===== src/include/phold_params.svh =====
`ifndef PHOLD_PARAMS_SVH
`define PHOLD_PARAMS_SVH

// lp id and timestamp widths
`define PHOLD_LPID_W 3
`define PHOLD_TIME_W 16

// random word from the outside generator
`define PHOLD_RND_W 24

`define PHOLD_MSG_W 32
`define PHOLD_HIST_W 32

// sixteen history slots per lp
`define PHOLD_HIST_DEPTH_W 4
`define PHOLD_HIST_ADDR_W 8
`define PHOLD_OFFSET_W 8

// smallest time step from an event to the event it spawns
`define PHOLD_MIN_GAP 10

// fields taken from the random word
`define PHOLD_RND_STAMP_W 6
`define PHOLD_RND_TARGET_LSB 8
`define PHOLD_RND_DELAY_LSB 16
`define PHOLD_RND_DELAY_W 4

`endif


===== src/source/phold_pkg.sv =====
`default_nettype none

`include "phold_params.svh"

package phold_pkg;

   typedef logic [`PHOLD_LPID_W-1:0]       lp_id_t;
   typedef logic [`PHOLD_TIME_W-1:0]       sim_time_t;
   typedef logic [`PHOLD_RND_W-1:0]        rnd_t;
   typedef logic [`PHOLD_HIST_ADDR_W-1:0]  hist_addr_t;
   typedef logic [`PHOLD_HIST_DEPTH_W-1:0] hist_cnt_t;
   typedef logic [`PHOLD_OFFSET_W-1:0]     time_offset_t;

   // event or anti-message as seen on the network
   typedef struct packed {
      logic [`PHOLD_MSG_W-`PHOLD_LPID_W-`PHOLD_TIME_W-2:0] pad;
      logic                                                is_cancel;
      lp_id_t                                              target;
      sim_time_t                                           stamp;
   } event_msg_t;

   // one processed event, with the offset and target of the event it spawned
   typedef struct packed {
      logic [`PHOLD_HIST_W-`PHOLD_LPID_W-`PHOLD_OFFSET_W-`PHOLD_TIME_W-2:0] pad;
      lp_id_t                                                                target;
      time_offset_t                                                          offset;
      logic                                                                  is_cancel;
      sim_time_t                                                             stamp;
   } hist_entry_t;

   typedef enum logic [2:0] {
      idle,
      stall,
      read_hist,
      proc_delay,
      gen_evt,
      write_hist,
      send_evt,
      wait_ack
   } core_state_t;

   typedef enum logic [1:0] {
      hist_idle,
      hist_req,
      hist_wait
   } hist_state_t;

endpackage

`default_nettype wire


===== src/source/event_sequencer.sv =====
`timescale 1ns/1ns
`default_nettype none

`include "phold_params.svh"

module event_sequencer (
   input  logic                   clk,
   input  logic                   reset,
   input  logic                   event_valid,
   input  phold_pkg::event_msg_t  event_in,
   input  phold_pkg::sim_time_t   global_time,
   input  phold_pkg::rnd_t        random_in,
   input  logic                   stall,
   output logic                   ready,
   output logic                   start_read,
   output logic                   start_write,
   output phold_pkg::hist_cnt_t   length,
   input  logic                   done,
   output phold_pkg::event_msg_t  cur,
   output phold_pkg::sim_time_t   gvt,
   input  logic                   discard_cur,
   input  logic                   cancel_valid,
   input  phold_pkg::event_msg_t  cancel_msg,
   input  phold_pkg::hist_cnt_t   hist_count,
   output logic                   gen_wr,
   output phold_pkg::hist_entry_t gen_entry,
   input  logic                   rbk_empty,
   input  phold_pkg::hist_entry_t rbk_entry,
   output logic                   rbk_pop,
   output logic                   clear,
   output logic                   new_event_ready,
   output phold_pkg::event_msg_t  out_msg,
   input  logic                   ack
);

   localparam phold_pkg::event_msg_t null_msg = '{pad:       '0,
                                                  is_cancel: 1'b1,
                                                  target:    '0,
                                                  stamp:     '0};

   phold_pkg::core_state_t  state;
   phold_pkg::rnd_t         rnd;
   logic [`PHOLD_RND_DELAY_W-1:0] delay_cnt;
   logic                    delay_done;
   // low while the anti-message of a rollback pair is due
   logic                    second_half;
   phold_pkg::time_offset_t new_offset;
   phold_pkg::event_msg_t   new_msg;
   phold_pkg::event_msg_t   rbk_cancel_msg;
   phold_pkg::event_msg_t   rbk_regular_msg;
   phold_pkg::event_msg_t   first_msg;

   assign ready           = (state == phold_pkg::idle);
   assign clear           = (state == phold_pkg::idle);
   assign start_read      = (state == phold_pkg::read_hist);
   assign start_write     = (state == phold_pkg::write_hist);
   assign new_event_ready = (state == phold_pkg::wait_ack);
   assign gen_wr          = (state == phold_pkg::gen_evt) && !discard_cur;
   assign rbk_pop         = new_event_ready && ack && !rbk_empty && second_half;

   assign delay_done = (delay_cnt == rnd[`PHOLD_RND_DELAY_LSB +: `PHOLD_RND_DELAY_W]);

   // next event keeps at least the minimum gap
   assign new_offset = phold_pkg::time_offset_t'(`PHOLD_MIN_GAP) +
                       phold_pkg::time_offset_t'(rnd[`PHOLD_RND_STAMP_W-1:0]);

   assign new_msg = '{pad:       '0,
                      is_cancel: 1'b0,
                      target:    rnd[`PHOLD_RND_TARGET_LSB +: `PHOLD_LPID_W],
                      stamp:     cur.stamp + new_offset};

   // history keeps the event just run plus where its child went
   assign gen_entry = '{pad:       '0,
                        target:    new_msg.target,
                        offset:    new_offset,
                        is_cancel: cur.is_cancel,
                        stamp:     cur.stamp};

   assign rbk_cancel_msg = '{pad:       '0,
                             is_cancel: 1'b1,
                             target:    rbk_entry.target,
                             stamp:     rbk_entry.stamp + rbk_entry.offset};

   // straggled event sent back to this lp
   assign rbk_regular_msg = '{pad:       '0,
                              is_cancel: 1'b0,
                              target:    cur.target,
                              stamp:     rbk_entry.stamp};

   always_comb begin
      if (discard_cur)
         first_msg = cancel_valid ? cancel_msg : null_msg;
      else if (cur.is_cancel)
         first_msg = null_msg;
      else
         first_msg = new_msg;
   end

   always_ff @(posedge clk) begin
      if (reset) begin
         state       <= phold_pkg::idle;
         delay_cnt   <= '0;
         second_half <= 1'b0;
      end else begin
         case (state)
            phold_pkg::idle: begin
               second_half <= 1'b0;
               if (event_valid)
                  state <= phold_pkg::stall;
            end
            phold_pkg::stall: begin
               if (!stall)
                  state <= phold_pkg::read_hist;
            end
            phold_pkg::read_hist: begin
               if (done)
                  state <= phold_pkg::proc_delay;
            end
            phold_pkg::proc_delay: begin
               delay_cnt <= delay_cnt + 1'b1;
               if (delay_done) begin
                  delay_cnt <= '0;
                  state     <= phold_pkg::gen_evt;
               end
            end
            phold_pkg::gen_evt: begin
               state <= phold_pkg::write_hist;
            end
            phold_pkg::write_hist: begin
               if (done)
                  state <= phold_pkg::send_evt;
            end
            phold_pkg::send_evt: begin
               state <= phold_pkg::wait_ack;
            end
            phold_pkg::wait_ack: begin
               if (ack) begin
                  if (rbk_empty)
                     state <= phold_pkg::idle;
                  else
                     second_half <= !second_half;
               end
            end
            default: begin
               state <= phold_pkg::idle;
            end
         endcase
      end
   end

   always_ff @(posedge clk) begin
      if (ready && event_valid) begin
         cur <= event_in;
         gvt <= global_time;
         rnd <= random_in;
      end
      // new entry added unless the event is discarded
      if (state == phold_pkg::gen_evt)
         length <= discard_cur ? hist_count : hist_count + 1'b1;
      if (state == phold_pkg::send_evt)
         out_msg <= first_msg;
      else if (new_event_ready && ack && !rbk_empty)
         out_msg <= second_half ? rbk_regular_msg : rbk_cancel_msg;
   end

endmodule

`default_nettype wire


===== src/source/history_fifo.sv =====
`timescale 1ns/1ns
`default_nettype none

// first-word-fall-through buffer, dout shows the oldest entry
module history_fifo #(
   parameter int width = 32,
   parameter int depth = 16
) (
   input  logic                     clk,
   input  logic                     reset,
   input  logic                     clear,
   input  logic                     wr_en,
   input  logic [width-1:0]         din,
   input  logic                     rd_en,
   output logic [width-1:0]         dout,
   output logic                     empty,
   output logic [$clog2(depth)-1:0] count
);

   localparam int addr_w = $clog2(depth);

   logic [width-1:0]  mem [depth];
   logic [addr_w-1:0] wr_ptr;
   logic [addr_w-1:0] rd_ptr;
   // extra bit so a full buffer differs from an empty one
   logic [addr_w:0]   used;
   logic              do_rd;

   assign do_rd = rd_en && !empty;
   assign empty = (used == '0);
   assign count = used[addr_w-1:0];
   assign dout  = mem[rd_ptr];

   always_ff @(posedge clk) begin
      if (reset || clear) begin
         wr_ptr <= '0;
         rd_ptr <= '0;
         used   <= '0;
      end else begin
         if (wr_en)
            wr_ptr <= wr_ptr + addr_w'(1);
         if (do_rd)
            rd_ptr <= rd_ptr + addr_w'(1);
         used <= used + (addr_w+1)'(wr_en) - (addr_w+1)'(do_rd);
      end
   end

   always_ff @(posedge clk) begin
      if (wr_en)
         mem[wr_ptr] <= din;
   end

endmodule

`default_nettype wire


===== src/source/history_filter.sv =====
`timescale 1ns/1ns
`default_nettype none

module history_filter (
   input  logic                   clk,
   input  logic                   reset,
   input  logic                   clear,
   input  logic                   rd_valid,
   input  phold_pkg::hist_entry_t rd_entry,
   input  phold_pkg::event_msg_t  cur,
   input  phold_pkg::sim_time_t   gvt,
   output logic                   keep_wr,
   output logic                   rollback_wr,
   output logic                   discard_cur,
   output logic                   cancel_valid,
   output phold_pkg::event_msg_t  cancel_msg
);

   logic expired;
   logic match;
   logic later;
   logic matched;
   logic take_match;

   // below gvt nothing can roll back to this entry any more
   assign expired = (rd_entry.stamp < gvt);

   // event and anti-message annihilate, only the first pair counts
   assign match = !matched &&
                  (rd_entry.is_cancel != cur.is_cancel) &&
                  (rd_entry.stamp == cur.stamp);

   // straggler, the stored event ran too early
   assign later = !cur.is_cancel && !rd_entry.is_cancel &&
                  (rd_entry.stamp > cur.stamp);

   assign take_match  = rd_valid && !expired && match;
   assign keep_wr     = rd_valid && !expired && !match && !later;
   assign rollback_wr = rd_valid && !expired && !match && later;
   assign discard_cur = matched;

   always_ff @(posedge clk) begin
      if (reset || clear) begin
         matched      <= 1'b0;
         cancel_valid <= 1'b0;
      end else if (take_match) begin
         matched      <= 1'b1;
         cancel_valid <= cur.is_cancel;
      end
   end

   // undo the event the cancelled entry had spawned
   always_ff @(posedge clk) begin
      if (take_match && cur.is_cancel) begin
         cancel_msg <= '{pad:       '0,
                         is_cancel: 1'b1,
                         target:    rd_entry.target,
                         stamp:     rd_entry.stamp + rd_entry.offset};
      end
   end

endmodule

`default_nettype wire


===== src/source/history_port.sv =====
`timescale 1ns/1ns
`default_nettype none

module history_port (
   input  logic                   clk,
   input  logic                   reset,
   input  phold_pkg::lp_id_t      lp,
   input  logic                   start_read,
   input  logic                   start_write,
   input  phold_pkg::hist_cnt_t   length,
   output logic                   done,
   output logic                   rd_valid,
   output phold_pkg::hist_entry_t rd_entry,
   input  phold_pkg::hist_entry_t wr_entry,
   output logic                   wr_pop,
   output logic                   hist_rq,
   output logic                   hist_wr_en,
   output phold_pkg::hist_addr_t  hist_addr,
   output phold_pkg::hist_entry_t hist_wdata,
   input  phold_pkg::hist_entry_t hist_rdata,
   input  logic                   hist_grant
);

   phold_pkg::hist_state_t state;
   phold_pkg::hist_cnt_t   slot;
   phold_pkg::hist_cnt_t   len_q;
   logic                   writing;
   logic                   start;
   logic                   granted;
   logic                   last;

   assign start   = start_read || start_write;
   assign granted = hist_rq && hist_grant;
   assign last    = (slot == len_q - 1'b1);

   // request only while waiting, so it drops for a cycle after each grant
   assign hist_rq    = (state == phold_pkg::hist_wait);
   assign hist_wr_en = hist_rq && writing;
   assign hist_addr  = phold_pkg::hist_addr_t'({lp, slot});
   assign hist_wdata = wr_entry;
   assign wr_pop     = hist_wr_en && hist_grant;

   // empty burst finishes in the cycle it is asked for
   assign done = ((state == phold_pkg::hist_idle) && start && (length == '0)) ||
                 (granted && last);

   always_ff @(posedge clk) begin
      if (reset) begin
         state    <= phold_pkg::hist_idle;
         slot     <= '0;
         writing  <= 1'b0;
         rd_valid <= 1'b0;
      end else begin
         rd_valid <= granted && !writing;
         case (state)
            phold_pkg::hist_idle: begin
               slot    <= '0;
               writing <= start_write;
               if (start && (length != '0))
                  state <= phold_pkg::hist_req;
            end
            phold_pkg::hist_req: begin
               state <= phold_pkg::hist_wait;
            end
            phold_pkg::hist_wait: begin
               if (hist_grant) begin
                  slot  <= slot + 1'b1;
                  state <= last ? phold_pkg::hist_idle : phold_pkg::hist_req;
               end
            end
            default: begin
               state <= phold_pkg::hist_idle;
            end
         endcase
      end
   end

   // burst length held for the whole burst, the write source drains meanwhile
   always_ff @(posedge clk) begin
      if (state == phold_pkg::hist_idle)
         len_q <= length;
      if (granted)
         rd_entry <= hist_rdata;
   end

endmodule

`default_nettype wire


===== src/source/phold_core.sv =====
`timescale 1ns/1ns
`default_nettype none

`include "phold_params.svh"

module phold_core (
   input  logic                   clk,
   input  logic                   reset,
   input  logic                   event_valid,
   input  phold_pkg::event_msg_t  event_in,
   input  phold_pkg::sim_time_t   global_time,
   input  phold_pkg::rnd_t        random_in,
   input  logic                   stall,
   output logic                   ready,
   input  phold_pkg::hist_cnt_t   hist_size,
   output logic                   hist_rq,
   output logic                   hist_wr_en,
   output phold_pkg::hist_addr_t  hist_addr,
   output phold_pkg::hist_entry_t hist_wdata,
   input  phold_pkg::hist_entry_t hist_rdata,
   input  logic                   hist_grant,
   output logic                   new_event_ready,
   output phold_pkg::event_msg_t  out_msg,
   input  logic                   ack
);

   logic                   start_read;
   logic                   start_write;
   phold_pkg::hist_cnt_t   wr_len;
   phold_pkg::hist_cnt_t   burst_len;
   logic                   done;
   phold_pkg::event_msg_t  cur;
   phold_pkg::sim_time_t   gvt;
   logic                   discard_cur;
   logic                   cancel_valid;
   phold_pkg::event_msg_t  cancel_msg;
   phold_pkg::hist_cnt_t   hist_count;
   logic                   gen_wr;
   phold_pkg::hist_entry_t gen_entry;
   logic                   rbk_empty;
   phold_pkg::hist_entry_t rbk_entry;
   logic                   rbk_pop;
   logic                   clear;
   logic                   rd_valid;
   phold_pkg::hist_entry_t rd_entry;
   phold_pkg::hist_entry_t wr_entry;
   logic                   wr_pop;
   logic                   keep_wr;
   logic                   rollback_wr;
   phold_pkg::hist_entry_t hist_buf_din;

   // read burst covers the stored history, write burst the rebuilt one
   assign burst_len = start_read ? hist_size : wr_len;

   // kept entries first, generated entry appended after them
   assign hist_buf_din = gen_wr ? gen_entry : rd_entry;

   event_sequencer i_event_sequencer (
      .clk             (clk),
      .reset           (reset),
      .event_valid     (event_valid),
      .event_in        (event_in),
      .global_time     (global_time),
      .random_in       (random_in),
      .stall           (stall),
      .ready           (ready),
      .start_read      (start_read),
      .start_write     (start_write),
      .length          (wr_len),
      .done            (done),
      .cur             (cur),
      .gvt             (gvt),
      .discard_cur     (discard_cur),
      .cancel_valid    (cancel_valid),
      .cancel_msg      (cancel_msg),
      .hist_count      (hist_count),
      .gen_wr          (gen_wr),
      .gen_entry       (gen_entry),
      .rbk_empty       (rbk_empty),
      .rbk_entry       (rbk_entry),
      .rbk_pop         (rbk_pop),
      .clear           (clear),
      .new_event_ready (new_event_ready),
      .out_msg         (out_msg),
      .ack             (ack)
   );

   history_port i_history_port (
      .clk         (clk),
      .reset       (reset),
      .lp          (cur.target),
      .start_read  (start_read),
      .start_write (start_write),
      .length      (burst_len),
      .done        (done),
      .rd_valid    (rd_valid),
      .rd_entry    (rd_entry),
      .wr_entry    (wr_entry),
      .wr_pop      (wr_pop),
      .hist_rq     (hist_rq),
      .hist_wr_en  (hist_wr_en),
      .hist_addr   (hist_addr),
      .hist_wdata  (hist_wdata),
      .hist_rdata  (hist_rdata),
      .hist_grant  (hist_grant)
   );

   history_filter i_history_filter (
      .clk          (clk),
      .reset        (reset),
      .clear        (clear),
      .rd_valid     (rd_valid),
      .rd_entry     (rd_entry),
      .cur          (cur),
      .gvt          (gvt),
      .keep_wr      (keep_wr),
      .rollback_wr  (rollback_wr),
      .discard_cur  (discard_cur),
      .cancel_valid (cancel_valid),
      .cancel_msg   (cancel_msg)
   );

   history_fifo #(
      .width (`PHOLD_HIST_W),
      .depth (1 << `PHOLD_HIST_DEPTH_W)
   ) history_buf (
      .clk   (clk),
      .reset (reset),
      .clear (clear),
      .wr_en (keep_wr || gen_wr),
      .din   (hist_buf_din),
      .rd_en (wr_pop),
      .dout  (wr_entry),
      .empty (),
      .count (hist_count)
   );

   // stored events that ran ahead of the current one
   history_fifo #(
      .width (`PHOLD_HIST_W),
      .depth (1 << `PHOLD_HIST_DEPTH_W)
   ) rollback_buf (
      .clk   (clk),
      .reset (reset),
      .clear (clear),
      .wr_en (rollback_wr),
      .din   (rd_entry),
      .rd_en (rbk_pop),
      .dout  (rbk_entry),
      .empty (rbk_empty),
      .count ()
   );

endmodule

`default_nettype wire


===== config.mk =====
export PLATFORM = sky130hd
export DESIGN_NAME = phold_core
export DESIGN_NICKNAME = d
export VERILOG_FILES = /design/src/source/phold_pkg.sv /design/src/source/event_sequencer.sv /design/src/source/history_fifo.sv /design/src/source/history_filter.sv /design/src/source/history_port.sv /design/src/source/phold_core.sv
export VERILOG_INCLUDE_DIRS = /design/src /design/src/include
export SDC_FILE = /design/constraint.sdc
export NUM_CORES = 1
export LEC_CHECK = 0
export ABC_AREA = 1
export BUFFER_PORTS_ARGS = -buffer_cell sky130_fd_sc_hd__buf_2
export CORE_AREA = 2 2 271 327
export DETAILED_ROUTE_END_ITERATION = 12
export DIE_AREA = 0 0 273 329
export PLACE_DENSITY_LB_ADDON = 0.25
export SLEW_MARGIN = 10
export SYNTH_ARGS = -nofsm -noshare
export SYNTH_HDL_FRONTEND = slang
export SYNTH_SLANG_ARGS = --single-unit

===== constraint.sdc =====
create_clock -name clk -period 7.31 [get_ports clk]
set_input_delay 1.462 -clock clk [delete_from_list [all_inputs] [get_ports clk]]
set_output_delay 1.462 -clock clk [all_outputs]
set_load 0.005 [all_outputs]

==> impl_metrics.py <==
metrics = {
    "outcome": {
        "status": "complete, no violations",
    },
    "timing": {
        "hold_ws_ns": 0.4286,
        "slew_violations": 0,
        "period_share_pct": 66.78,
        "fmax_mhz": 204.9,
        "grt_setup_unrepaired": "no",
        "setup_viol": 0,
        "worst_pin_slew_ns": 1.246,
        "slew_headroom_pct": 16.75,
        "clock_skew_ns": 0.03229,
        "period_minus_slack_ns": 4.881,
        "hold_viol_final": 0,
        "tns_ns": 0,
    },
    "die": {
        "core_area_um2": 86950,
        "rows": 119,
        "dieWidth_um": 273,
        "start_util_pct": 54.50,
        "die_area_um2": 89820,
        "dieHeight_um": 329,
        "pin_count": 190,
    },
    "synth": {
        "yosysUniqueCellTypes": 51,
        "synth_most_common_cell": "edfxtp_1",
        "netlist_area_um2": 47390,
        "synth_top_cells_by_count": "1072 x edfxtp_1, 440 x nand2_1, 368 x o21ai_0, 349 x inv_1, 273 x nor2_1",
        "synthArstFlopShare_pct": 0,
        "syn_avg_cell_area_um2": 12.63,
        "syn-instance-count": 3751,
        "synth_edf_count": 1072,
        "synth_top_cell_by_area": "edfxtp_1",
        "seq_area_frac_synth_pct": 70.13,
        "synth_area_leaders": "edfxtp_1 68%, o21ai_0 3.9%, nand2_1 3.5%",
        "yosysTopAreaCellShare_pct": 67.93,
        "ys_warn_count": 0,
        "ys_ff_latch": 1124,
        "ys.flop_type": "edfxtp_1",
    },
    "detailed_routing": {
        "post_drt_wl_per_cell_um": 22.64,
        "first_pass_iters": 6,
        "drc": 0,
        "drt_iter0_markers": 2690,
        "drt_wl_total_um": 116300,
        "postRouteAntennaNets": 0,
        "viasPerCell": 5.821,
        "vias": 29907,
    },
    "clocking": {
        "clkTransAtPathRegs_ns": 0.07,
        "insertion_delay_ns": 0.70,
        "cts_buffers": 104,
        "cts.sinks": 1124,
        "cts-resized-gates": 0,
        "clk_path_buf_depth": 3,
        "cts-htree-levels": 3,
        "cts_tree": "built",
        "post_cts.repair.setup_buffers": 0,
        "clock-root-buffer": "clkbuf_16",
        "hold_buffers": 0,
    },
    "pwr": {
        "p_leak_nw": 18.71,
        "finalPower_mw": 14.20,
        "power_density_nw_per_um2": 267.5,
        "peakVddDrop_mv": 0.2153,
    },
    "worst_setup_path": {
        "required_ns": 5.85,
        "crit_slowest_cell": "buf_4",
        "cp_num_buf_inv": 3,
        "path_class": "reg -> out",
        "endpoint_kind": "primary output",
        "crit_path_start_kind": "flop",
        "path_delay_family": "buffers and inverters",
        "crit_chain": "buf_4, buf_4, a21oi_1, o21ai_0, o21ai_0, o211ai_1, nand2_1, buf_2",
        "slowest_delay_ns": 0.83,
        "cp.arrival_ns": 3.42,
        "cp_max_fo": 66,
    },
    "hold_path": {
        "min_path_type": "reg -> reg",
    },
    "global_routing": {
        "grt_first_pass_wirelength_um": 172400,
        "grtUsageTotal_pct": 25.81,
        "grt_max_degree": 175,
        "grt_pass1_vias": 29022,
        "grt_overflow_total": 0,
        "antenna_found_initial": 2,
    },
    "finish": {
        "utilization_pct": 61.04,
        "drive_gt1_share_pct": 11.84,
        "final_nets": 4106,
        "fill_cells": 6643,
        "multi_input_area_um2": 12070,
        "regArea_um2": 33250,
        "syn2layout_area_growth_pct": 12.00,
        "stdcell_area_um2": 53070,
    },
    "placement": {
        "placed_cell_area_um2": 49540,
        "io_buffers": 153,
        "globalplace.congestion": 0.8596,
        "hpwl_um": 67250,
    },
    "run": {
        "cap_violations": 0,
    },
}
==> where the power goes <==
part	total (mW)	leakage (nW)	internal, mW	switching (mW)
clock network	5.60	1.73	3.22	2.38
logic	1.14	6.89	0.323	0.812
registers	7.46	10.1	7.34	0.122
==> per-layer routing <==
layer	wire, µm	part of all wire [%]	global-route usage, %	vias to the layer above
li1	-	-	-	13848
met1	44590	38	32.52	14609
met2	58970	51	44.61	1189
met3	7901	6.8	3.404	261
met4	4868	4.2	11.84	0
met5	0	0	0	-
==> sequential cells by signal, indices dropped and copies added (netlist names), 4 cells and up, named ones only <==
signal and flops:
i_event_sequencer.length 4, i_event_sequencer.cur 20, i_history_filter.cancel_msg 19, i_event_sequencer.rnd 13, i_event_sequencer.gvt 16, rollback_buf.mem 432, rollback_buf.wr_ptr 4, rollback_buf.rd_ptr 4
history_buf.wr_ptr 4, i_history_port.rd_entry 32, i_event_sequencer.out_msg 20, history_buf.mem 512, i_event_sequencer.delay_cnt 4, i_history_port.slot 4, rollback_buf.used 5, history_buf.rd_ptr 4
i_history_port.len_q 4, history_buf.used 5
==> path summary, 6_finish.rpt <==
| kind | start | endpoint | slack (ns) | cells past startpoint |
|---|---|---|---|---|
| min | i_history_port.writing$_SDFFE_PP0P_ | i_history_port.rd_valid$_SDFF_PP0_ | 0.43 | 1 |
| max reg2reg | flop | i_event_sequencer.out_msg[9]$_DFFE_PP_ | 2.57 | 19 |
| max | flop | hist_wdata[3] | 2.43 | 8 |
| min reg2reg | i_history_port.writing$_SDFFE_PP0P_ | i_history_port.rd_valid$_SDFF_PP0_ | 0.43 | 1 |
==> metrics by stage <==
| step | cells | setup WS, ns |
|---|---|---|
| 2_1_floorplan | 3763 | 3.311 |
| 3_3_place_gp | 4946 | 2.739 |
| 3_5_place_dp | 4946 | 2.642 |
| 4_1_cts | 5137 | 2.387 |
| 5_1_grt | 5137 | 2.088 |
| 6_report | 5138 | 2.429 |
==> final cells by class <==
cell class | count | share of cell area [%]
antenna | 1 | 0.004715
tap | 1149 | 2.709
clock inverter | 68 | 1.575
clock buffer | 123 | 5.076
sequential | 1124 | 62.65
multi-input combinational | 2075 | 22.73
inverter | 358 | 2.553
timing repair buffer | 240 | 2.697
==> logic make-up (layout without fill, tap and decap cells) <==
group | count (synthesis) | after routing | share of synthesized area, %
adder cells (fa/ha/maj) | 89 | 89 | 2.429
other | 1 | 14 | 0.007913
AO/OA/AOI/OAI | 863 | 863 | 10.67
AND/OR/NAND/NOR | 941 | 941 | 8.253
XOR/XNOR | 41 | 41 | 0.7578
buffers and inverters | 564 | 789 | 5.056
multiplexers | 128 | 128 | 2.704
flip-flops | 1124 | 1124 | 70.13
==> cells in the final DEF, fill, tap and decap left out, types with 4 or more instances in the layout <==
| master | count |
|---|---|
| edfxtp_1 | 1072 |
| o221ai_1 | 64 |
| o211ai_1 | 154 |
| conb_1 | 13 |
| ha_1 | 84 |
| xnor2_1 | 14 |
| nor3_1 | 18 |
| dfxtp_4 | 5 |
| nor2_4 | 37 |
| bufinv_16 | 16 |
| nand3_1 | 168 |
| mux2i_1 | 128 |
| or2_2 | 4 |
| nand4_1 | 14 |
| xor2_1 | 27 |
| a211oi_1 | 5 |
| inv_2 | 5 |
| o21ai_0 | 364 |
| o21bai_1 | 6 |
| nor2_1 | 240 |
| o21ai_1 | 24 |
| o22ai_1 | 20 |
| clkbuf_16 | 104 |
| clkinv_2 | 28 |
| a21oi_1 | 203 |
| nand2_1 | 440 |
| nor2_2 | 4 |
| buf_2 | 153 |
| dfxtp_1 | 45 |
| fa_1 | 5 |
| nand2_2 | 4 |
| a31oi_1 | 6 |
| inv_6 | 5 |
| buf_4 | 86 |
| clkinvlp_4 | 5 |
| o21a_1 | 4 |
| inv_1 | 347 |
| clkbuf_1 | 17 |
| clkinv_1 | 14 |
==> worst reg2reg max path: cells and delay by family (launching register included) <==
family / cells / cell delay, ns
buffers and inverters: 3 / 1.73
adders and majority gates: 1 / 0.26
and+or+nand+nor: 11 / 1.26
DFF: 1 / 0.50
xor gates and xnor gates: 1 / 0.13
AOI/OAI and AO/OA: 3 / 0.56
Power figures use the tool's default switching activity.
